===== src/rtl/grp16_pkg.sv =====
// shared GRP16 types; opcode values follow the GRP16 encoding, only a subset is decoded
package grp16_pkg;

   ////////////////////////////////////////////////////////////
   // widths
   ////////////////////////////////////////////////////////////
   typedef logic [15:0] word_t;     // data, instruction or address word
   typedef logic [3:0]  reg_sel_t;  // register code as found in the instruction

   // high byte of an instruction
   typedef enum logic [7:0] {
      op_li  = 8'hA1,   // two words, imm in second
      op_add = 8'h43,
      op_sub = 8'h44,
      op_and = 8'h47,
      op_or  = 8'h48,
      op_cmp = 8'h49,   // unsigned less-than
      op_nop = 8'h0F
   } opcode_t;

   typedef enum logic [3:0] {
      alu_and = 4'h0,
      alu_or  = 4'h1,
      alu_add = 4'h5,
      alu_sub = 4'h6,
      alu_slt = 4'h9
   } alu_op_t;

   typedef enum logic {
      first_word  = 1'b0,
      second_word = 1'b1   // holding the first half of a long instr
   } asm_state_t;

   ////////////////////////////////////////////////////////////
   // stage records
   ////////////////////////////////////////////////////////////
   typedef struct packed {
      word_t instr;
      word_t imm;     // zero for single-word instrs
   } instr_pkt_t;

   typedef struct packed {
      word_t    a;          // operand a, already read
      word_t    b;          // operand b, already read
      word_t    imm;
      reg_sel_t dest;
      logic     reg_write;
      alu_op_t  alu_op;
      logic     use_imm;    // b comes from imm
   } decode_pkt_t;

   typedef struct packed {
      logic     en;
      reg_sel_t dest;
      word_t    data;
   } wb_t;

   localparam word_t    nop_instr    = 16'h0F00;
   localparam reg_sel_t sel_zero     = 4'd0;  // reads constant 0
   localparam reg_sel_t sel_one      = 4'd1;  // reads constant 1
   localparam reg_sel_t sel_first_gp = 4'd2;  // r0, r1..r3 follow

endpackage


===== src/rtl/execute_stage.sv =====
// single-cycle ALU, no flags; CMP is an unsigned compare returning 1 or 0
`timescale 1ns/10ps

module execute_stage import grp16_pkg::*; (
   input  logic        clk,
   input  logic        rst,
   input  decode_pkt_t dec,
   output wb_t         wb
);

   decode_pkt_t dec_q;
   word_t       op_b;
   word_t       result;

   ////////////////////////////////////////////////////////////
   // decode/execute register
   ////////////////////////////////////////////////////////////
   always_ff @(posedge clk) begin
      if (rst) begin
         dec_q.reg_write <= 1'b0;   // no write-back out of reset
      end else begin
         dec_q <= dec;
      end
   end

   ////////////////////////////////////////////////////////////
   // alu
   ////////////////////////////////////////////////////////////
   assign op_b = dec_q.use_imm ? dec_q.imm : dec_q.b;   // LI takes imm

   always_comb begin
      case (dec_q.alu_op)
         alu_and: result = dec_q.a & op_b;
         alu_or:  result = dec_q.a | op_b;
         alu_add: result = dec_q.a + op_b;
         alu_sub: result = dec_q.a - op_b;   // wraps
         alu_slt: result = (dec_q.a < op_b) ? 16'h0001 : 16'h0000;
         default: result = '0;
      endcase
   end

   assign wb.en   = dec_q.reg_write;
   assign wb.dest = dec_q.dest;
   assign wb.data = result;

endmodule


===== config.mk =====
export PLATFORM = sky130hd
export DESIGN_NAME = execute_stage
export DESIGN_NICKNAME = d
export VERILOG_FILES = /design/src/rtl/grp16_pkg.sv /design/src/rtl/execute_stage.sv
export SDC_FILE = /design/constraint.sdc
export NUM_CORES = 1
export LEC_CHECK = 0
export BUFFER_PORTS_ARGS = -buffer_cell sky130_fd_sc_hd__buf_2
export CAP_MARGIN = 40
export CORE_ASPECT_RATIO = 0.9
export CORE_MARGIN = 1.5
export CORE_UTILIZATION = 25
export DETAILED_ROUTE_END_ITERATION = 16
export PLACE_DENSITY = 0.45
export SLEW_MARGIN = 20
export SYNTH_ARGS = -nofsm -noshare
export SYNTH_HDL_FRONTEND = slang
export SYNTH_SLANG_ARGS = --single-unit

===== constraint.sdc =====
create_clock -name clk -period 5 [get_ports clk]
set_clock_uncertainty 0.15 [all_clocks]
set_input_delay 0.5 -clock clk [delete_from_list [all_inputs] [get_ports clk]]
set_output_delay 0.5 -clock clk [all_outputs]
set_load 0.1 [all_outputs]

# --- Yosys cells after proc, flatten, opt, wreduce, memory -nomap -nowiden ---
# Index checks and enable logic that the tools add are counted.
totals:
  regBits: 58
  inputBits: 60
  output_inout_bits: 21
  wordCells: 20
classes:
  addsub: 2
  n_lt_le_gt_ge: 1
  n_eq_ne: 4
  muxes: 3
  n_bitwise: 2
  reduce_logical: 1
ops:
  columns: ["cell", "count"]
  rows:
  - ["case mux 16 bit (5 select lines)", 1]
  - ["adder 16 bit", 1]
  - ["bitwise AND 16 bit", 1]
  - ["< comparator 16 bit", 1]
  - ["two-way mux 16 bit", 1]
  - ["bitwise OR 16 bit", 1]
  - ["subtractor 16 bit", 1]
  - ["== test 4 x 3 -> 1 bit (second input constant)", 2]
  - ["== test 4 x 1 -> 1 bit (second input constant)", 1]
  - ["== test 4 bit (second input constant)", 1]
  - ["zero test 4 bit", 1]
  - ["two-way mux 1 bit", 1]

# --- Logic depth before layout (Yosys ltp) ---
logic_depth:
  ltp_word: 4
  depth_mapped: 14
  mapped_depth_nobuf: 12

# --- Worst setup path after synthesis ---
# No wires, ideal clock.
synth_path:
  path_kind: "register -> output"
  start: "reg dec_q[0] (netlist name)"
  end: "out wb[8] (netlist name)"
  arrival_time_ns: 5.042
  required_time_ns: 4.350
  slack_ns: -0.692
  stages_incl_launch_ff: 13
  path_buffers: 2
  cell_sequence: "edfxtp_1 > clkbuf_1 > clkbuf_1 > mux2i_1 > inv_1 > fa_1 > nor2_1 > nor2_1 > o41ai_2 > a21oi_1 > o21bai_1 > a21oi_1 > o21ai_0"
synth_lines:
  columns: ["item", "line_no", "text"]
  rows:
  - ["start: declaration", "execute_stage.sv:11", "decode_pkt_t dec_q;"]
  - ["end: declaration", "execute_stage.sv:8", "output wb_t wb"]

==> impl_metrics.py <==
metrics = {
    "outcome": {
        "status": "finished clean",
    },
    "worst_setup_path": {
        "critPathKind": "reg -> out",
        "cpMostUsedCell": "nor2_1",
        "cp.arrival_ps": 3970,
        "cpPeakStageDelay_ps": 670,
        "cp_max_fo": 9,
        "crit_slowest_cell": "edfxtp_1",
        "worstPathRequired_ps": 4350,
        "crit_end": "wb[12]",
        "cp.depth": 11,
        "crit_path_start_kind": "flip-flop",
        "end_kind": "primary output",
        "path_delay_family": "compound AO/OA/AOI/OAI gates",
        "crit_buf_inv": 2,
        "cp-startpoint": "dec_q[0]",
        "path_cells": "mux2i_1 -> inv_1 -> fa_1 -> nor2_1 -> nor2_1 -> o41ai_2 -> a211oi_2 -> o31ai_1 -> a211oi_1 -> o22ai_2 -> buf_2",
    },
    "routing": {
        "drc_errors": 0,
        "routed_wl_um": 11200,
        "post_drt_via_cell_ratio": 4.76,
        "dr.pass1.iters": 4,
        "wl_per_cell_um": 15.9,
        "dr.first_iter.drc_count": 176,
        "vias": 3341,
        "ant_nets": 0,
    },
    "yosys": {
        "synth_enable_flop_cells": 57,
        "synth_fp_nets": 528,
        "synthCells": 416,
        "synth.distinct_cells": 64,
        "synth_flop_cell": "edfxtp_1",
        "mappedNetlistArea_um2": 4270,
        "synth.ff_latch_count": 58,
        "syn_area_per_cell_um2": 10.3,
        "yosysWarnings": 0,
        "seq_area_frac_synth_pct": 40.5,
        "async_flop_share_pct": 0,
    },
    "power": {
        "swShare_pct": 38.7,
        "p_clk_share_pct": 32.2,
        "ir_worst_vdd_v": 0.000142,
        "pwr_density_cell_nw_per_um2": 387,
        "p_int_mw": 1.22,
        "p_comb_share_pct": 37.5,
        "seq_power_share_pct": 30.3,
        "switchingPower_uw": 770,
        "leakage_nw": 2.28,
    },
    "clocking": {
        "holdBufCountCts": 0,
        "postCtsSetupBuffers": 0,
        "cts.sinks": 58,
        "cts_tree": "done",
        "cts_resized": 0,
        "cts.reportedPaths.clkPinSlew_ps": 60,
        "cts_root_buffer": "clkbuf_16",
        "cts_buffers": 9,
        "cts_max_path_buffers": 2,
        "htree_levels": 3,
    },
    "min_path": {
        "worstHoldPathCells": 1,
        "hold_path_class": "in -> reg",
    },
    "finish": {
        "fillers": 1738,
        "area_growth_pct": 20.4,
        "fin_nets": 598,
        "drive_gt1_share_pct": 23.4,
        "postLayoutCellArea_um2": 5140,
        "diodes": 0,
    },
    "floorplanning": {
        "core-area_um2": 16800,
        "fp.dieArea_um2": 17900,
        "boundaryPins": 81,
        "start_util_pct": 25.5,
        "die_h_um": 127,
        "die_w_um": 141,
        "rows": 45,
    },
    "sta": {
        "worst_slew_pin_slew_ps": 756,
        "rsz0062_at_grt": "no",
        "fin_crit_sh_pct": 92.5,
        "setup_viol": 0,
        "final_hold_viol_count": 0,
        "slew_headroom_pct": 49.4,
        "slew_violations": 0,
        "period_minus_slack_ps": 4620,
        "tns_ps": 0,
        "max_freq_ghz": 0.216,
    },
    "placement": {
        "placed_area_um2": 4830,
        "numPortBuffers": 80,
        "gp_congestion": 0.841,
        "dpl.hpwl_um": 8540,
    },
    "flow_run": {
        "drv_cap": 0,
    },
    "grt": {
        "grt-ovfl-total": 0,
        "grt_pass1_wl_um": 17700,
        "track_usage_pct": 13.0,
        "grt_pass1_vias": 3341,
        "grt_max_degree": 34,
        "antenna_found_initial": 0,
    },
}
[power by group through the flow]
stage / Clock (mW) / Sequential (mW) / Combinational, mW
after global routing: 0.684 / 0.607 / 0.811
final: 0.641 / 0.603 / 0.748
after floorplan: 0 / 0.601 / 0.609
after detailed placement: 0 / 0.613 / 0.747
after CTS: 0.661 / 0.603 / 0.750
after global placement: 0 / 0.611 / 0.745
[per-layer routing]
layer  part of all wire [%]  GRT usage, %
met1                     47          17.0
met3                    4.1          2.85
met2                     47          20.9
met5                      0             0
met4                    1.6          5.45
[Yosys cell counts, drive strengths merged (3+ instances only)]
master	n	area [µm²]
edfxtp	57	1710
ha	50	626
inv	46	173
a21oi	31	155
nand2	26	97.6
nor2	23	86.3
o21ai	22	110
mux2i	19	190
buf	18	141
clkbuf	9	33.8
nor2b	9	63.8
o22ai	7	43.8
a31oi	6	43.8
o211ai	6	45.0
a221o	5	50.1
a221oi	5	50.0
a211o	4	35.0
a211oi	4	35.0
and3	4	26.3
nand3	4	20.0
nor3	4	25.0
o21bai	4	30.0
o221ai	4	35.0
o31ai	4	30.0
a21o	3	22.5
nand2b	3	18.8
nor4	3	18.8
xnor2	3	26.3
[state kept, by name, summed over array words and instances (netlist names)]
register and count:
dec_q 53, wb 5
[cells by family (layout without fill, tap and decap cells)]
logic type / Yosys count / in the layout / synth area share (%)
simple gates: 87 / 87 / 10.4
buf+inv: 73 / 148 / 8.14
flops: 58 / 58 / 40.5
compound gates: 124 / 124 / 20.3
fa+ha+maj: 52 / 52 / 15.6
mux: 19 / 19 / 4.45
xor+xnor: 3 / 3 / 0.615
[cells in the final DEF (no fill, tap or decap), types with 4 or more instances in the layout]
cell / synthesis / final
a211o_1: 4 / 4
a21oi_1: 31 / 31
a221o_1: 5 / 5
a221oi_1: 4 / 4
a31oi_1: 5 / 5
buf_2: 2 / 80
buf_4: 13 / 6
clkbuf_16: 0 / 9
edfxtp_1: 57 / 57
ha_1: 50 / 50
inv_1: 45 / 44
mux2i_1: 19 / 19
nand2_1: 26 / 26
nand3_1: 4 / 4
nor2_1: 23 / 23
nor2b_1: 8 / 8
o211ai_1: 6 / 6
o21ai_0: 18 / 15
o21ai_1: 4 / 7
o21bai_1: 4 / 4
o221ai_1: 4 / 4
o22ai_1: 7 / 6
o31ai_1: 4 / 4
[through the flow]
stage	worst slack, ps	total power, mW	hold slack [ps]	utilization (%)	cells
detailed placement	687	1.36	528	28.8	686
CTS	308	2.01	170	30.7	702
global placement	797	1.36	526	28.8	686
floorplan	64.1	1.21	422	-	416
finish	376	1.99	185	30.7	702
global route	39.0	2.10	174	30.7	702
[cell type report]
type | count | area [µm²] | share of cell area (%)
clock buffers | 10 | 229 | 4.45
flip-flops and latches | 58 | 1730 | 33.7
repair buffers | 86 | 445 | 8.66
multi-input cells | 285 | 2220 | 43.2
inverters | 46 | 173 | 3.36
clock inverters | 6 | 81.3 | 1.58
well taps | 211 | 264 | 5.13
[how the worst min path moves through the flow]
| stage | from | end | slack (ps) |
|---|---|---|---|
| CTS | dec[29] | dec_q[29] | 170 |
| global route | dec[13] | dec_q[13] | 170 |
| finish | dec[29] | dec_q[29] | 190 |
| floorplan | rst | wb[20] | 420 |
| global placement | dec[7] | wb[17] | 530 |
| detailed placement | dec[21] | dec_q[21] | 530 |
(Power assumes the default switching activity.)
