[config.mk]
export PLATFORM = sky130hd
export DESIGN_NAME = decoder
export DESIGN_NICKNAME = d
export VERILOG_FILES = /design/src/rtl/grp16_pkg.sv /design/src/rtl/decoder.sv
export SDC_FILE = /design/constraint.sdc
export NUM_CORES = 1
export LEC_CHECK = 0
export ABC_AREA = 0
export BUFFER_PORTS_ARGS = -buffer_cell sky130_fd_sc_hd__buf_2
export CAP_MARGIN = 30
export CORE_ASPECT_RATIO = 1.75
export CORE_MARGIN = 2
export CORE_UTILIZATION = 23
export DETAILED_ROUTE_END_ITERATION = 8
export PLACE_DENSITY = 0.83
export SYNTH_ARGS = -nofsm -noshare
export SYNTH_HDL_FRONTEND = slang
export SYNTH_SLANG_ARGS = --single-unit
[constraint.sdc]
create_clock -name vclk -period 1.1
set_input_delay 0.22 -clock vclk [all_inputs]
set_output_delay 0.22 -clock vclk [all_outputs]
set_load 0.05 [all_outputs]
[src/rtl/grp16_pkg.sv]
// shared GRP16 types; opcode values follow the GRP16 encoding, only a subset is decoded
package grp16_pkg;

   ////////////////////////////////////////////////////////////
   // widths
   ////////////////////////////////////////////////////////////
   typedef logic [15:0] word_t;     // data, instruction or address word
   typedef logic [3:0]  reg_sel_t;  // register code as found in the instruction

   // high byte of an instruction
   typedef enum logic [7:0] {
      op_li  = 8'hA1,   // two words, imm in second
      op_add = 8'h43,
      op_sub = 8'h44,
      op_and = 8'h47,
      op_or  = 8'h48,
      op_cmp = 8'h49,   // unsigned less-than
      op_nop = 8'h0F
   } opcode_t;

   typedef enum logic [3:0] {
      alu_and = 4'h0,
      alu_or  = 4'h1,
      alu_add = 4'h5,
      alu_sub = 4'h6,
      alu_slt = 4'h9
   } alu_op_t;

   typedef enum logic {
      first_word  = 1'b0,
      second_word = 1'b1   // holding the first half of a long instr
   } asm_state_t;

   ////////////////////////////////////////////////////////////
   // stage records
   ////////////////////////////////////////////////////////////
   typedef struct packed {
      word_t instr;
      word_t imm;     // zero for single-word instrs
   } instr_pkt_t;

   typedef struct packed {
      word_t    a;          // operand a, already read
      word_t    b;          // operand b, already read
      word_t    imm;
      reg_sel_t dest;
      logic     reg_write;
      alu_op_t  alu_op;
      logic     use_imm;    // b comes from imm
   } decode_pkt_t;

   typedef struct packed {
      logic     en;
      reg_sel_t dest;
      word_t    data;
   } wb_t;

   localparam word_t    nop_instr    = 16'h0F00;
   localparam reg_sel_t sel_zero     = 4'd0;  // reads constant 0
   localparam reg_sel_t sel_one      = 4'd1;  // reads constant 1
   localparam reg_sel_t sel_first_gp = 4'd2;  // r0, r1..r3 follow

endpackage

[src/rtl/decoder.sv]
// only LI and the five ALU ops write; any other opcode, valid or not, decodes as a no-op
`timescale 1ns/10ps

module decoder import grp16_pkg::*; (
   input  instr_pkt_t  instr,
   output reg_sel_t    rd_sel_a,
   output reg_sel_t    rd_sel_b,
   input  word_t       rd_a,
   input  word_t       rd_b,
   output decode_pkt_t dec
);

   opcode_t  op;
   reg_sel_t fld_hi;   // bits 7:4, dest and operand a
   reg_sel_t fld_lo;   // bits 3:0, operand b

   assign op     = opcode_t'(instr.instr[15:8]);
   assign fld_hi = instr.instr[7:4];
   assign fld_lo = instr.instr[3:0];

   always_comb begin
      // defaults give a harmless bubble
      rd_sel_a      = sel_zero;
      rd_sel_b      = sel_zero;
      dec.dest      = fld_hi;
      dec.reg_write = 1'b0;
      dec.alu_op    = alu_add;
      dec.use_imm   = 1'b0;

      case (op)
         op_li: begin
            dec.reg_write = 1'b1;   // 0 + imm
            dec.use_imm   = 1'b1;
         end
         op_add, op_sub, op_and, op_or, op_cmp: begin
            rd_sel_a      = fld_hi;
            rd_sel_b      = fld_lo;
            dec.reg_write = 1'b1;
            case (op)
               op_sub:  dec.alu_op = alu_sub;
               op_and:  dec.alu_op = alu_and;
               op_or:   dec.alu_op = alu_or;
               op_cmp:  dec.alu_op = alu_slt;
               default: dec.alu_op = alu_add;
            endcase
         end
         default: begin
            dec.reg_write = 1'b0;   // nop, dropped ops
         end
      endcase

      dec.a   = rd_a;
      dec.b   = rd_b;
      dec.imm = instr.imm;
   end

endmodule

# Word-level counts from Yosys, hierarchy flattened
# Cells that the tools add are included.
[word_totals] wordCells=14 reg_bits=0 in_bits=64
[classes] n_mux=6 n_eq_ne=6 reduce_logical=2
[ops] op="== test 8 x 7 -> 1 bit (second input constant)" n=5
[ops] op="case mux 4 bit (4 select lines)" n=1
[ops] op="2-to-1 mux 4 bit" n=3
[ops] op="== test 8 bit (second input constant)" n=1
[ops] op="OR reduction 6 bit" n=1
[ops] op="OR reduction 5 bit" n=1
[ops] op="2-to-1 mux 1 bit" n=2

# Logic depth before layout (Yosys ltp)
# Gate-level depths: netlist of run 1.
[depth] word_depth=3 depth_mapped=4 mapped_depth_nobuf=3

# Worst setup path before layout of run 1
# OpenSTA, ideal clock, no wires.
[synth_path] kind="input-to-output" start="input port instr[30] (netlist bit)" end="output port dec[0] (netlist bit)" path_slack_ns=-0.729 cell_stages=2 n_path_buf=0 t_arrival_ns=1.609 cell_sequence="or2_2 nor3_1"
[synth_rtl] item="from (decl)" line_no="decoder.sv:5" rtl="input instr_pkt_t instr,"
[synth_rtl] item="to (decl)" line_no="decoder.sv:10" rtl="output decode_pkt_t dec"

==> reports/results.ini, run 1 <==
[route]
route.met3.wl_um = 345
met2WireLength_um = 917
wl_per_cell_um = 16.13
vias_per_cell = 4.786
top_layer = met4
vias = 536
remaining_drc_errors = 0
routed_wl_um = 1807
met1Wirelength_um = 349
antenna_left = 0
drt_pass1_iterations = 1
drt-initial-drc-count = 0

[cells_and_area]
drive_above_1_share = 0.8706
fill_cells = 284
layout_common_cells = buf_6, buf_2, buf_4
nClkBuffers = 0
final_common_cell = buf_6
diodes = 0
seq_cells = 0
multi_input_area_um2 = 411.6
area_delta_synth_final_pct = 31.58
nNetsFinal = 151
regArea_um2 = 0
final_area_um2 = 844.6

[global_route]
grt_pass1_vias = 540
grt_usage = 0.1013
grt_overflow_total = 0
antenna_found_initial = 0
grt_first_pass_wirelength_um = 2456
grt_max_degree = 9

[min_path]
worstHoldStart = instr[0]
holdPathStages = 0
hold_class = in2out
hold_path_end = dec[10]

[die]
pin_count = 130
dieArea_mm2 = 0.003246
die_w_um = 43.94
rows = 25
start_util = 0.2386
core_area_mm2 = 0.002690
die_height_um = 73.89

[setup_path]
path_common_cell = buf_6
cp_slowest_cell = nor4b_4
crit_chain = buf_6 > nor4b_4 > buf_4 > o2bb2a_4 > o21ai_4 > buf_6
path_max_fanout = 5
crit_buf_inv = 3
crit_type = in2out
cp.arrival_ps = 1260
critPathLaunch = instr[28]
end_kind = primary output
required_ps = 880
cpPeakStageDelay_ps = 300
start_kind = primary input
path_delay_family = buffers and inverters

[sta]
fin_setup_tns_ps = -4214
relSlewSlack = 0.8285
final.setup.worst_slack_ps = -378.6
final_max_slew_viol_count = 0
period_share = 1.344
hold_viol_final = 0
worst_pin_slew_ps = 256.2
finalCriticalPeriod_ps = 1479
fmax_ghz = 0.6763
setup_viol = 14
rsz0062_at_grt = true

[synth]
yosys.area.top_type = buf_4
synth.distinct_cells = 22
synth_area_um2 = 641.9
synth_area_leaders = buf_4, a21oi_1, nand2_1
yosys.area.top_type_share = 0.6082
synth_fp_nets = 157
syn_inst = 93
ys_seq_area_frac = 0
avgSynthCellArea_um2 = 6.902
yosysWarnings = 0

[placement]
placed_area_um2 = 668.1
portBuffers = 34
gp_congestion = 0.6609
post-place-ws_ps = -500.7
dp_hpwl_um = 1559

[run_status]
violations = setup timing
run_status = complete, but fails checks

[pwr]
peakVddDrop_uv = 140.2
p_per_area_mw_per_mm2 = 272.2
total_power_mw = 0.2299
leakage_nw = 0.3506

[cts]
hold_buffers = 0

[flow_run]
drv_cap = 0

-- where the power goes --
group	switching [mW]	internal [mW]
Sequential	0	0
Clock	0	0
Combinational	0.131	0.0985
Total	0.131	0.0985
-- worst max path at each step --
stage / end / slack, ps / depth (start not counted)
2_1_floorplan: rd_sel_a[0] / -270 / 4
4_1_cts: dec[5] / -370 / 6
5_1_grt: dec[5] / -430 / 6
3_3_place_gp: dec[5] / -460 / 6
3_5_place_dp: dec[5] / -500 / 6
6_report: dec[5] / -380 / 6
-- final cells by class --
type	instances	share of cell area
inverters	1	0.004444
multi-input cells	38	0.4874
well taps	27	0.04000
repair buffers	46	0.4681
-- metrics by stage --
stage               hold slack, ps    util  std cells
floorplan                    602.1       -         93
global placement             440.3  0.2484        110
detailed placement           440.3  0.2484        110
CTS                          440.3  0.2940        112
global route                 440.1  0.3140        112
finish                       440.0  0.3140        112
-- timing repair --
action,CTS,global route
resized for setup,29,17
buffers inserted,2,0
setup endpoints to repair,14,14
pin swaps,4,5
-- synth_stat cells (all sizes together) --
master and number:
and2 1, nor3b 1, nor2 1, nor4b 1
nor2b 1, a21oi 9, o211ai 1, o2bb2a 1
and4 1, nand4bb 1, nand2b 2, and3 1
nand2 10, nor3 1, inv 1, o21ai 3
buf 54, or2 3
-- cell families after synthesis --
kind of cell,count (synthesis),share of synthesized area
simple gates,24,0.2300
buf+inv,55,0.6374
compound gates,14,0.1326
-- layer usage --
metal / vias up / GRT usage
li1: 234 / -
met1: 222 / 0.04832
met3: 30 / 0.03686
met4: 0 / 0.1077
met2: 50 / 0.2092
met5: - / 0
Note: power is estimated with default switching activity, not from simulation.
==> run 2: changes to the inputs <==
- CORE_MARGIN: 2 -> 3
- CORE_UTILIZATION: 23 -> 26
- PLACE_DENSITY: 0.83 -> 0.88
- clock period: 1.1 -> 1.6 ns (I/O delays scaled with it)
==> run 2 against run 1 <==
  * The flow still finishes with violations (setup timing)
  * Global-route usage grew 1.5 points
  * Sequential share of layout area did not move
  * Non-clock buffer count stayed put
  * Total power fell by 40%
  * Sequential cell count stayed put
  * Critical path depth is 1 higher
  * Critical endpoint is now rd_sel_a[2]
  * Wire length increased by 13%
  * Design area fell by 13%
  * Highest routed layer unchanged
  * Via count unchanged
  * First-iteration DRC count up 7
  * Die area down 3.7%
  * Largest power group unchanged
  * Combinational power decreased by 40%
==> reports/results.ini, run 2 (same netlist as run 1, synthesis figures left out) <==
[sta]
fmax_ghz = 0.5943
fin_setup_tns_ps = -453.3
final.setup.worst_slack_ps = -82.58
final_max_slew_viol_count = 0
holdWs_ps = 640.0
hold_viol_final = 0
worst_pin_slew_ps = 348.7
finalCriticalPeriod_ps = 1683
setup_viol = 8
relSlewSlack = 0.7666
rsz0062_at_grt = true
period_share = 1.052

[cts]
post_cts_buffers = 0

[die]
start_util = 0.2754
dieArea_mm2 = 0.003125
die_height_um = 71.73
core_area_mm2 = 0.002331
pin_count = 130
die_w_um = 43.56
rows = 23

[global_route]
grt_pass1_vias = 556
grt_first_pass_wirelength_um = 2732
antenna_found_initial = 0
grt_usage = 0.1161
grt_max_degree = 9
grt_overflow_total = 0

[pwr]
peakVddDrop_uv = 78.51
p_per_area_mw_per_mm2 = 188.6
leakage_nw = 0.3091

[min_path]
worstHoldStart = instr[0]
hold_class = in2out
holdPathStages = 0
hold_path_end = dec[10]

[run_status]
violations = setup timing
run_status = complete, but fails checks

[route]
drt_pass1_iterations = 2
wl_per_cell_um = 18.62
vias_per_cell = 4.873
vias = 536
remaining_drc_errors = 0
routed_wl_um = 2048
antenna_left = 0
drt-initial-drc-count = 7

[flow_run]
drv_cap = 0

[cells_and_area]
fin_util = 0.3135
final_common_cell = buf_2
area_delta_synth_final_pct = 13.84
diodes = 0
seq_cells = 0
regArea_um2 = 0
final_area_um2 = 730.7
nNetsFinal = 151
layout_common_cells = buf_2, buf_6, buf_4
nClkBuffers = 0
drive_above_1_share = 0.7882

[placement]
placed_area_um2 = 586.8
post-place-ws_ps = -193.7
gp_congestion = 0.6513
dp_hpwl_um = 1641
portBuffers = 34

[setup_path]
crit_type = in2out
start_kind = primary input
required_ps = 1280
cp.arrival_ps = 1360
path_max_fanout = 8
end_kind = primary output

==> run 2: metrics by stage <==
stage	cells	power, mW
after floorplan	93	0.3934
after global placement	110	0.1188
after detailed placement	110	0.1202
after CTS	110	0.1320
after global routing	110	0.1474
final	110	0.1378
==> run 2: final cells by class <==
type                       count  area (µm²)
timing repair buffer          46       384.1
fill                         246        1600
multi-input combinational     38       311.5
inverter                       1       3.754
tap                           25       31.28
==> run 2: worst max-delay path by stage <==
stage / startpoint / to / depth (start not counted)
2_1_floorplan: instr[24] / rd_sel_a[0] / 3
3_5_place_dp: instr[26] / dec[5] / 5
4_1_cts: instr[31] / rd_sel_b[3] / 7
6_report: instr[28] / rd_sel_a[2] / 7
3_3_place_gp: instr[29] / rd_sel_b[3] / 7
5_1_grt: instr[28] / rd_sel_a[2] / 7
==> run 2: critical path, cell delays in order <==
cell	delay (ps)
buf_8	100
nor4b_4	310
buf_6	180
buf_12	110
nand2_1	60
a21oi_2	120
buf_6	170
==> run 2: what timing repair did <==
item,CTS,global route
gates resized for setup,29,15
hold endpoints to repair,0,0
endpoints found under the setup margin,14,13
hold buffers,0,0
pin swaps,2,2
==> run 2: per-layer routing <==
layer  vias to the layer above  global-route usage  share of wire
li1                        236                   -              -
met1                       212             0.07068           0.18
met2                        44              0.2159           0.52
met3                        44             0.03518           0.17
met4                         0              0.1409           0.12
met5                         -                   0              0
==> run 2: power by group <==
part,leakage [nW],internal (mW),switching (mW)
sequential,0,0,0
combinational,0.309,0.0602,0.0776
clock,0,0,0
