File: src/rtl/grp16_pkg.sv
// shared GRP16 types; opcode values follow the GRP16 encoding, only a subset is decoded
package grp16_pkg;

   ////////////////////////////////////////////////////////////
   // widths
   ////////////////////////////////////////////////////////////
   typedef logic [15:0] word_t;     // data, instruction or address word
   typedef logic [3:0]  reg_sel_t;  // register code as found in the instruction

   // high byte of an instruction
   typedef enum logic [7:0] {
      op_li  = 8'hA1,   // two words, imm in second
      op_add = 8'h43,
      op_sub = 8'h44,
      op_and = 8'h47,
      op_or  = 8'h48,
      op_cmp = 8'h49,   // unsigned less-than
      op_nop = 8'h0F
   } opcode_t;

   typedef enum logic [3:0] {
      alu_and = 4'h0,
      alu_or  = 4'h1,
      alu_add = 4'h5,
      alu_sub = 4'h6,
      alu_slt = 4'h9
   } alu_op_t;

   typedef enum logic {
      first_word  = 1'b0,
      second_word = 1'b1   // holding the first half of a long instr
   } asm_state_t;

   ////////////////////////////////////////////////////////////
   // stage records
   ////////////////////////////////////////////////////////////
   typedef struct packed {
      word_t instr;
      word_t imm;     // zero for single-word instrs
   } instr_pkt_t;

   typedef struct packed {
      word_t    a;          // operand a, already read
      word_t    b;          // operand b, already read
      word_t    imm;
      reg_sel_t dest;
      logic     reg_write;
      alu_op_t  alu_op;
      logic     use_imm;    // b comes from imm
   } decode_pkt_t;

   typedef struct packed {
      logic     en;
      reg_sel_t dest;
      word_t    data;
   } wb_t;

   localparam word_t    nop_instr    = 16'h0F00;
   localparam reg_sel_t sel_zero     = 4'd0;  // reads constant 0
   localparam reg_sel_t sel_one      = 4'd1;  // reads constant 1
   localparam reg_sel_t sel_first_gp = 4'd2;  // r0, r1..r3 follow

endpackage

File: src/rtl/reg_file.sv
// codes 0 and 1 are read-only constants; codes above 5 read as zero and are never written
`timescale 1ns/10ps

module reg_file import grp16_pkg::*; (
   input  logic     clk,
   input  logic     rst,
   input  reg_sel_t rd_sel_a,
   input  reg_sel_t rd_sel_b,
   output word_t    rd_a,
   output word_t    rd_b,
   input  wb_t      wb
);

   word_t [3:0] gp_q;    // r0..r3
   logic        wr_hit;  // dest is a general register
   logic [1:0]  wr_idx;

   assign wr_hit = (wb.dest >= sel_first_gp) && (wb.dest <= sel_first_gp + 4'd3);
   assign wr_idx = 2'(wb.dest - sel_first_gp);

   always_ff @(posedge clk) begin
      if (rst) begin
         gp_q <= '0;
      end else if (wb.en && wr_hit) begin
         gp_q[wr_idx] <= wb.data;
      end
   end

   // one read port, constants first, then bypass, then array
   function automatic word_t read_port(reg_sel_t sel, wb_t w, word_t [3:0] regs);
      reg_sel_t idx;
      idx = sel - sel_first_gp;
      if (sel == sel_zero) begin
         return 16'h0000;
      end else if (sel == sel_one) begin
         return 16'h0001;
      end else if (w.en && (w.dest == sel)) begin
         return w.data;                      // write in flight this cycle
      end else if (sel <= sel_first_gp + 4'd3) begin
         return regs[idx[1:0]];
      end
      return 16'h0000;
   endfunction

   assign rd_a = read_port(rd_sel_a, wb, gp_q);
   assign rd_b = read_port(rd_sel_b, wb, gp_q);

   // decoded dest fields come straight from the instr, so code 0/1 targets land here
   a_write_gp_only: assert property (@(posedge clk) disable iff (rst) wb.en |-> wr_hit)
      else $error("write to reserved register code %0d", wb.dest);

endmodule

File: config.mk
export PLATFORM = sky130hd
export DESIGN_NAME = reg_file
export DESIGN_NICKNAME = d
export VERILOG_FILES = /design/src/rtl/grp16_pkg.sv /design/src/rtl/reg_file.sv
export SDC_FILE = /design/constraint.sdc
export NUM_CORES = 1
export LEC_CHECK = 0
export ABC_CLOCK_PERIOD_IN_PS = 2600
export BUFFER_PORTS_ARGS = -buffer_cell sky130_fd_sc_hd__buf_4
export CORE_MARGIN = 8
export CORE_UTILIZATION = 35
export DETAILED_ROUTE_END_ITERATION = 10
export GPL_TIMING_DRIVEN = 1
export SLEW_MARGIN = 5
export SYNTH_ARGS = -nofsm -noshare
export SYNTH_HDL_FRONTEND = slang
export SYNTH_SLANG_ARGS = --single-unit
File: constraint.sdc
create_clock -name clk -period 2.6 [get_ports clk]
set_clock_uncertainty 0.15 [all_clocks]
set_input_delay 0.65 -clock clk [delete_from_list [all_inputs] [get_ports clk]]
set_output_delay 0.65 -clock clk [all_outputs]
set_load 0.05 [all_outputs]
# [Yosys cells after proc, flatten, opt, wreduce, memory -nomap -nowiden]
# Cells that the tools add are included.
[op_classes] addsub=3 n_mux=25 magnitude_cmp=8 n_reduce_logical=7 eq_ne=4
[op_table] operator="16-bit 2-to-1 mux" count=13
[op_table] operator="16-bit binary-select mux with 2-bit select" count=2
[op_table] operator="64-bit bitwise mux" count=1
[op_table] operator="16-bit demux with 2-bit select" count=1
[op_table] operator="4-bit by 3-bit <= comparator with 1-bit output, second input constant" count=3
[op_table] operator="2-bit by 3-bit < comparator with 1-bit output, second input constant" count=3
[op_table] operator="4-bit by 1-bit == test with 1-bit output, second input constant" count=2
[op_table] operator="4-bit == test" count=2
[op_table] operator="4-bit zero test" count=2
[op_table] operator="1-bit 2-to-1 mux" count=8
[op_table] operator="2-bit subtractor, second input constant" count=3
[op_table] operator="1-bit logical AND" count=5
[op_table] operator="4-bit by 2-bit >= comparator with 1-bit output, second input constant" count=1
[op_table] operator="2-bit by 1-bit >= comparator with 1-bit output, second input constant" count=1
[word_totals] regBits=64 in_bits=31

# [Logic depth before layout (Yosys ltp)]
# Gate-level depths: netlist of the first run.
[logic_depth] word_depth=8 mapped_depth=6 ltp_nobuf=4

# [Worst setup path before layout of the first run]
# Ideal clock, no wire load.
[synth_path] path_kind="input-to-output" startpoint="in rd_sel_a[1]" endpoint="out rd_a[0]" setup_slack_ns=-0.467 t_arrival_ns=2.267 stages=5 path_cell_list="buf_6 > buf_6 > a221o_1 > a21oi_1 > a2bb2oi_1"
[synth_between] elab_chain_len=8 elab_cells_between_ends=17 classes_between="add/sub (1); order compare (1); eq/ne (2); mux (11); reduce/logical (2)"
[synth_rtl] element="start, declared" line="reg_file.sv:7" rtl="input reg_sel_t rd_sel_a,"
[synth_rtl] element="2-bit subtractor" line="reg_file.sv:32" rtl="idx = sel - sel_first_gp;"
[synth_rtl] element="16-bit binary-select mux with 2-bit select" line="reg_file.sv:40" rtl="return regs[idx[1:0]];"
[synth_rtl] element="16-bit 2-to-1 mux (implied by the code)" line="reg_file.sv:40"
[synth_rtl] element="16-bit 2-to-1 mux" line="reg_file.sv:39" rtl="end else if (sel <= sel_first_gp + 4'd3) begin"
[synth_rtl] element="16-bit 2-to-1 mux" line="reg_file.sv:37" rtl="end else if (w.en && (w.dest == sel)) begin"
[synth_rtl] element="16-bit 2-to-1 mux" line="reg_file.sv:35" rtl="end else if (sel == sel_one) begin"
[synth_rtl] element="16-bit 2-to-1 mux" line="reg_file.sv:33" rtl="if (sel == sel_zero) begin"
[synth_rtl] element="16-bit 2-to-1 mux (*)" line="reg_file.sv:42" rtl="return 16'h0000;"
[synth_rtl] element="end, declared" line="reg_file.sv:9" rtl="output word_t rd_a,"
# Every way passes the cells marked *; elsewhere a longest branch is shown, timed or not. The select of a mux whose other input is x is not followed.

# [Worst setup path in the final report of the first run]
# Same ends and word-level chain as after synthesis.

==> reports/summary.txt, run 1 <==
clk sink count: 64
Post-synth EDFFs: 0
largest net degree at the start of global routing: 65
top cells by count, synth: nor2_1 (68), dfxtp_1 (64), mux2i_1 (64)
CP Class: primary input to output port
share of cells above drive strength 1: 46.1%
Worst Tran Pin Value: 0.674 ns
Crit-path slowest cell: nor3b_4
input/output buffers: 62
Worst-Skew Late Latency: 0.34 ns
Hold Crit Class: flop to flop
GRT Util Overall: 16.0%
mapped cell area: 3820 um^2
Total Routed Length: 11.5 mm
Pre-antenna DRT Iters: 4
violated checks: setup timing
adder-cell area share of the yosys netlist: 0%
Seq/Total Area, Yosys: 33.6%
Hold Slack: 0.354 ns
post-synth top area share: 33.6%
Yosys reg bits: 64
max reg flops: 64
vias per cell: 5.24
WL/cell: 19.4 um
setup violators final: 32
Final Hold Vio Count: 0
Tot Pwr: 2.23 mW
Std-Cell Rows: 38
diode count: 0
DRC viols: 0
via count: 3096
Synth Area per Inst: 10.6 um^2
status: finished with violations
CTS max path bufs: 2
RSZ-0062 raised after global routing: true
Die ar.: 14500 um^2
top-count cell post-synth: nor2_1
Area growth syn-to-layout: 49.2%
top flop regs: gp_q (64)
hpwl dp: 7.42 mm
Post-Synthesis Cells: 361
crit share post-route: 105%
DIE WIDTH: 120 um
Slew Limit Fails: 0
crit path capture type: output port
Worst EP required: 1.80 ns
f_max: 367 MHz
Main synth FF type: dfxtp_1
fin util: 53.0%
initial antenna violation count: 0
clock root cell: clkbuf_8
Buf/Inv on CP: 4
max cap viols: 0
total CTS buffers: 9
CP max FO: 8
ranking of synthesized cells by area: dfxtp_1 (34%), mux4_2 (18%), mux2i_1 (17%)
Largest stage delay, worst path: 0.31 ns
area of the multi-input gates: 2760 um^2
largest family of logic cells by synthesized area: multiplexers
Synth Area in Compound Gates: 9.57%
Routed Antenna Nets: 0
CP cell instances: buf_12 -> xnor2_4 -> nand3_4 -> nor3b_4 -> buf_6 -> buf_6 -> a2bb2oi_4 -> buf_8
Synth Warn #: 0
CTS tree: yes
Reg area: 1280 um^2
fin crit period: 2.73 ns
GPL Wtd Cong: 0.756
IO Count: 63
Net Count, Synth: 392
H-Tree Level Count: 3
clock slew at reported path FFs: 0.07 ns
NumNets Final: 477
total grt overflow: 0
leading area contributor after synthesis: dfxtp_1
CP most frequent cell: buf_6
PD cells: 392 nW/um^2
first-pass GRT wire length: 18.1 mm
Synth async-reset ratio: 0%
Post-Synth Simple-Gate Area: 10.5%
crit start category: primary input
initial core utilization: 35.5%
vias in the first global route: 3301
CP arrival: 1.93 ns
Fillers: 953
synth unique cells: 28
Worst slew margin: 55.1%
fin worst setup slack: -0.127 ns
DIE HEIGHT: 120 um
peak supply drop: 0.000217 V
Pleak: 2.23 nW
Post-Synth XOR/XNOR Area: 2.29%
Hold Buf Count CTS: 0
CP delay by family, top: buffers and inverters
Largest Register: gp_q
mux share of post-synthesis cell area: 34.5%
Core Region: 10700 um^2
initial DRC count: 124
[cells in the final DEF (no fill, tap or decap), types with 9 or more instances in the layout]
cell type	instances
nor2_1	66
mux4_2	30
clkbuf_8	9
buf_8	15
buf_6	35
o2bb2ai_2	15
dfxtp_1	64
inv_1	36
buf_4	39
buf_12	13
o2bb2ai_4	15
mux2i_1	64
[logic make-up (layout without fill, tap and decap cells)]
kind of cell | count (synthesis) | count (layout)
flops | 64 | 64
simple gates | 84 | 84
compound gates | 44 | 44
buf+inv | 65 | 155
xor+xnor | 10 | 10
mux | 94 | 94
[worst reg2reg max path, cell delays in order, from the launching register on]
cell and delay [ns]:
dfxtp_1 0.33, mux2i_1 0.14, nor2_1 0.07
[worst paths after layout]
path / startpoint / end / slack [ns] / cells past startpoint
worst max-delay path: rd_sel_a[1] / rd_a[0] / -0.13 / 8
worst min-delay path: gp_q[0] / gp_q[0] / 0.35 / 2
worst max register to register: gp_q[24] / gp_q[24] / 1.77 / 2
worst min register to register: gp_q[0] / gp_q[0] / 0.35 / 2
[power breakdown]
part	internal [mW]	switching, mW	total, mW	leakage (nW)
Clock	0.341	0.389	0.729	0.0858
Sequential	0.993	0.00886	1.00	0.517
Combinational	0.233	0.268	0.501	1.62
Total	1.57	0.666	2.23	2.23
[final cells by class]
| cell class | instances | area share, % |
|---|---|---|
| clock buffer | 10 | 2.24 |
| multi-input combinational | 232 | 48.5 |
| inverter | 37 | 2.44 |
| timing repair buffer | 102 | 20.6 |
| tap | 140 | 3.08 |
| sequential | 64 | 22.5 |
| clock inverter | 6 | 0.637 |
[metrics by stage]
| stage | instance area [um^2] | setup WS, ns | TNS, ns | std cells |
|---|---|---|---|---|
| 3_3_place_gp | 4650 | -0.181 | -4.31 | 570 |
| 5_1_grt | 5690 | -0.177 | -4.48 | 591 |
| 4_1_cts | 5290 | -0.131 | -2.94 | 591 |
| 3_5_place_dp | 4650 | -0.226 | -5.42 | 570 |
| 2_1_floorplan | 3840 | -0.255 | -6.57 | 361 |
| 6_report | 5690 | -0.127 | -2.69 | 591 |
[timing repair]
action	in CTS	in global routing
gates resized for setup	81	70
buffers inserted	4	1
pin swaps	14	10
endpoints found under the setup margin	32	32
cloned	1	0
hold endpoints to repair	0	0
[per-layer routing]
| metal | routed length, um | vias to the layer above | GRT usage, % |
|---|---|---|---|
| li1 | - | 1466 | - |
| met1 | 4880 | 1537 | 19.5 |
| met2 | 5800 | 83 | 26.4 |
| met3 | 626 | 10 | 4.15 |
| met4 | 181 | 0 | 6.25 |
| met5 | 0 | - | 0 |
(Power assumes the default switching activity.)
==> run 2, diff against run 1 <==
--- a/config.mk
+++ b/config.mk
@@ -5,7 +5,7 @@
 export SDC_FILE = /design/constraint.sdc
 export NUM_CORES = 1
 export LEC_CHECK = 0
-export ABC_CLOCK_PERIOD_IN_PS = 2600
+export ABC_CLOCK_PERIOD_IN_PS = 3350
 export BUFFER_PORTS_ARGS = -buffer_cell sky130_fd_sc_hd__buf_4
 export CORE_MARGIN = 8
 export CORE_UTILIZATION = 35
==> constraint.sdc (replaced) <==
create_clock -name clk -period 3.35 [get_ports clk]
set_clock_uncertainty 0.15 [all_clocks]
set_input_delay 0.8375 -clock clk [delete_from_list [all_inputs] [get_ports clk]]
set_output_delay 0.8375 -clock clk [all_outputs]
set_load 0.05 [all_outputs]
==> reports/summary.txt, run 2 (synthesis gave the netlist of run 1 again) <==
Worst EP required: 2.36 ns (was 1.80 ns)
Worst-Skew Late Latency: 0.33 ns (was 0.34 ns)
clock root cell: clkbuf_8 (unchanged)
CP max FO: 8 (unchanged)
Area growth syn-to-layout: 21.5% (was 49.2%)
fin crit period: 3.30 ns
Die ar.: 14500 um^2 (unchanged)
status: complete, no violations (was finished with violations)
total CTS buffers: 9 (unchanged)
PD cells: 352 nW/um^2 (was 392 nW/um^2)
GPL Wtd Cong: 0.750 (was 0.756)
vias in the first global route: 3028 (was 3301)
Pleak: 1.87 nW (was 2.23 nW)
hpwl dp: 6.83 mm (was 7.42 mm)
max reg flops: 64 (unchanged)
initial core utilization: 35.5% (unchanged)
CTS tree: yes (unchanged)
largest net degree at the start of global routing: 65 (unchanged)
first-pass GRT wire length: 16.3 mm (was 18.1 mm)
crit start category: primary input (unchanged)
setup_tns: 0 ns (was -2.69 ns)
CP Class: primary input to output port (unchanged)
NumNets Final: 454 (was 477)
Pre-antenna DRT Iters: 4 (unchanged)
Tot Pwr: 1.63 mW (was 2.23 mW)
Largest Register: gp_q (unchanged)
clk sink count: 64 (unchanged)
crit path capture type: output port (unchanged)
Worst slew margin: 54.7% (was 55.1%)
initial antenna violation count: 0 (unchanged)
crit share post-route: 98.4%
total grt overflow: 0 (unchanged)
Final Hold Vio Count: 0 (unchanged)
GRT Util Overall: 14.3% (was 16.0%)
via count: 2985 (was 3096)
clock slew at reported path FFs: 0.06 ns (was 0.07 ns)
IO Count: 63 (unchanged)
DIE WIDTH: 120 um (unchanged)
most frequent cells in the layout: buf_4 (74), nor2_1 (68), mux2i_1 (64), dfxtp_1 (64), inv_1 (37) (was nor2_1 (66), mux2i_1 (64), dfxtp_1 (64))
share of cells above drive strength 1: 31.6% (was 46.1%)
Worst Tran Pin Value: 0.679 ns (was 0.674 ns)
input/output buffers: 62 (unchanged)
Hold Slack: 0.353 ns (was 0.354 ns)
initial DRC count: 101 (was 124)
Std-Cell Rows: 38 (unchanged)
f_max: 303 MHz
peak supply drop: 0.000267 V (was 0.000217 V)
max cap viols: 0 (unchanged)
top flop regs: gp_q (64) (unchanged)
H-Tree Level Count: 3 (unchanged)
Hold Buf Count CTS: 0 (unchanged)
diode count: 0 (unchanged)
fin util: 43.2% (was 53.0%)
Core Region: 10700 um^2 (unchanged)
DIE HEIGHT: 120 um (unchanged)
Slew Limit Fails: 0 (unchanged)
Hold Crit Class: flop to flop (unchanged)
WL/cell: 18.2 um (was 19.4 um)
placed cell area: 4410 um^2 (was 4650 um^2)
CP arrival: 2.31 ns (was 1.93 ns)
most common cell after layout, fill and taps aside: buf_4 (was nor2_1)
Design Area, Final: 4640 um^2 (was 5690 um^2)
vias per cell: 5.26 (was 5.24)
Routed Antenna Nets: 0 (unchanged)
Total Routed Length: 10.3 mm (was 11.5 mm)
DRC viols: 0 (unchanged)
CTS max path bufs: 2 (unchanged)
setup violators final: 0 (was 32)
-- run 2: critical path: stages --
cell,delay [ns]
buf_4,0.14
xnor2_1,0.14
nand2_1,0.13
buf_6,0.15
nor3b_4,0.33
clkbuf_16,0.23
o2bb2ai_1,0.11
buf_4,0.22
-- run 2: metal layers --
layer	part of all wire [%]	global-route usage, %	up-vias
met2	50	24.2	73
met1	45	17.6	1490
met3	4.2	2.52	12
met5	0	0	-
met4	1.5	5.54	0
li1	-	-	1410
-- run 2: report_power, final --
part	total, mW	switching [mW]	internal, mW	leakage [nW]
Combinational	0.273	0.160	0.113	1.27
Sequential	0.777	0.00660	0.771	0.517
Clock	0.580	0.273	0.307	0.0838
Total	1.63	0.440	1.19	1.87
-- run 2: stage by stage --
stage          worst slack [ns]  std cells
2_1_floorplan             0.120        361
3_3_place_gp            -0.0578        550
3_5_place_dp            -0.0961        550
4_1_cts                  0.0390        565
5_1_grt                -0.00101        567
6_report                 0.0546        567
-- run 2: final cells by class --
| type | count | area [um^2] |
|---|---|---|
| fillers | 1075 | 6110 |
| multi-input cells | 232 | 2220 |
| flip-flops and latches | 64 | 1280 |
| repair buffers | 79 | 652 |
| well taps | 140 | 175 |
| clock buffers | 15 | 166 |
| inverters | 37 | 139 |
-- run 2: final timing paths --
kind	start	end	slack, ns	depth (start not counted)
worst max-delay path	wb[16]	rd_b[5]	0.05	8
worst min-delay path	gp_q[0]	gp_q[0]	0.35	2
worst max register to register	gp_q[48]	gp_q[48]	2.53	2
worst min register to register	gp_q[0]	gp_q[0]	0.35	2
-- run 2: repair_timing --
action,in CTS,in global routing
endpoints found under the hold margin,0,0
gates cloned,0,1
setup endpoints to repair,15,8
pin swaps,0,3
resized for setup,1,4
buffers inserted,0,1
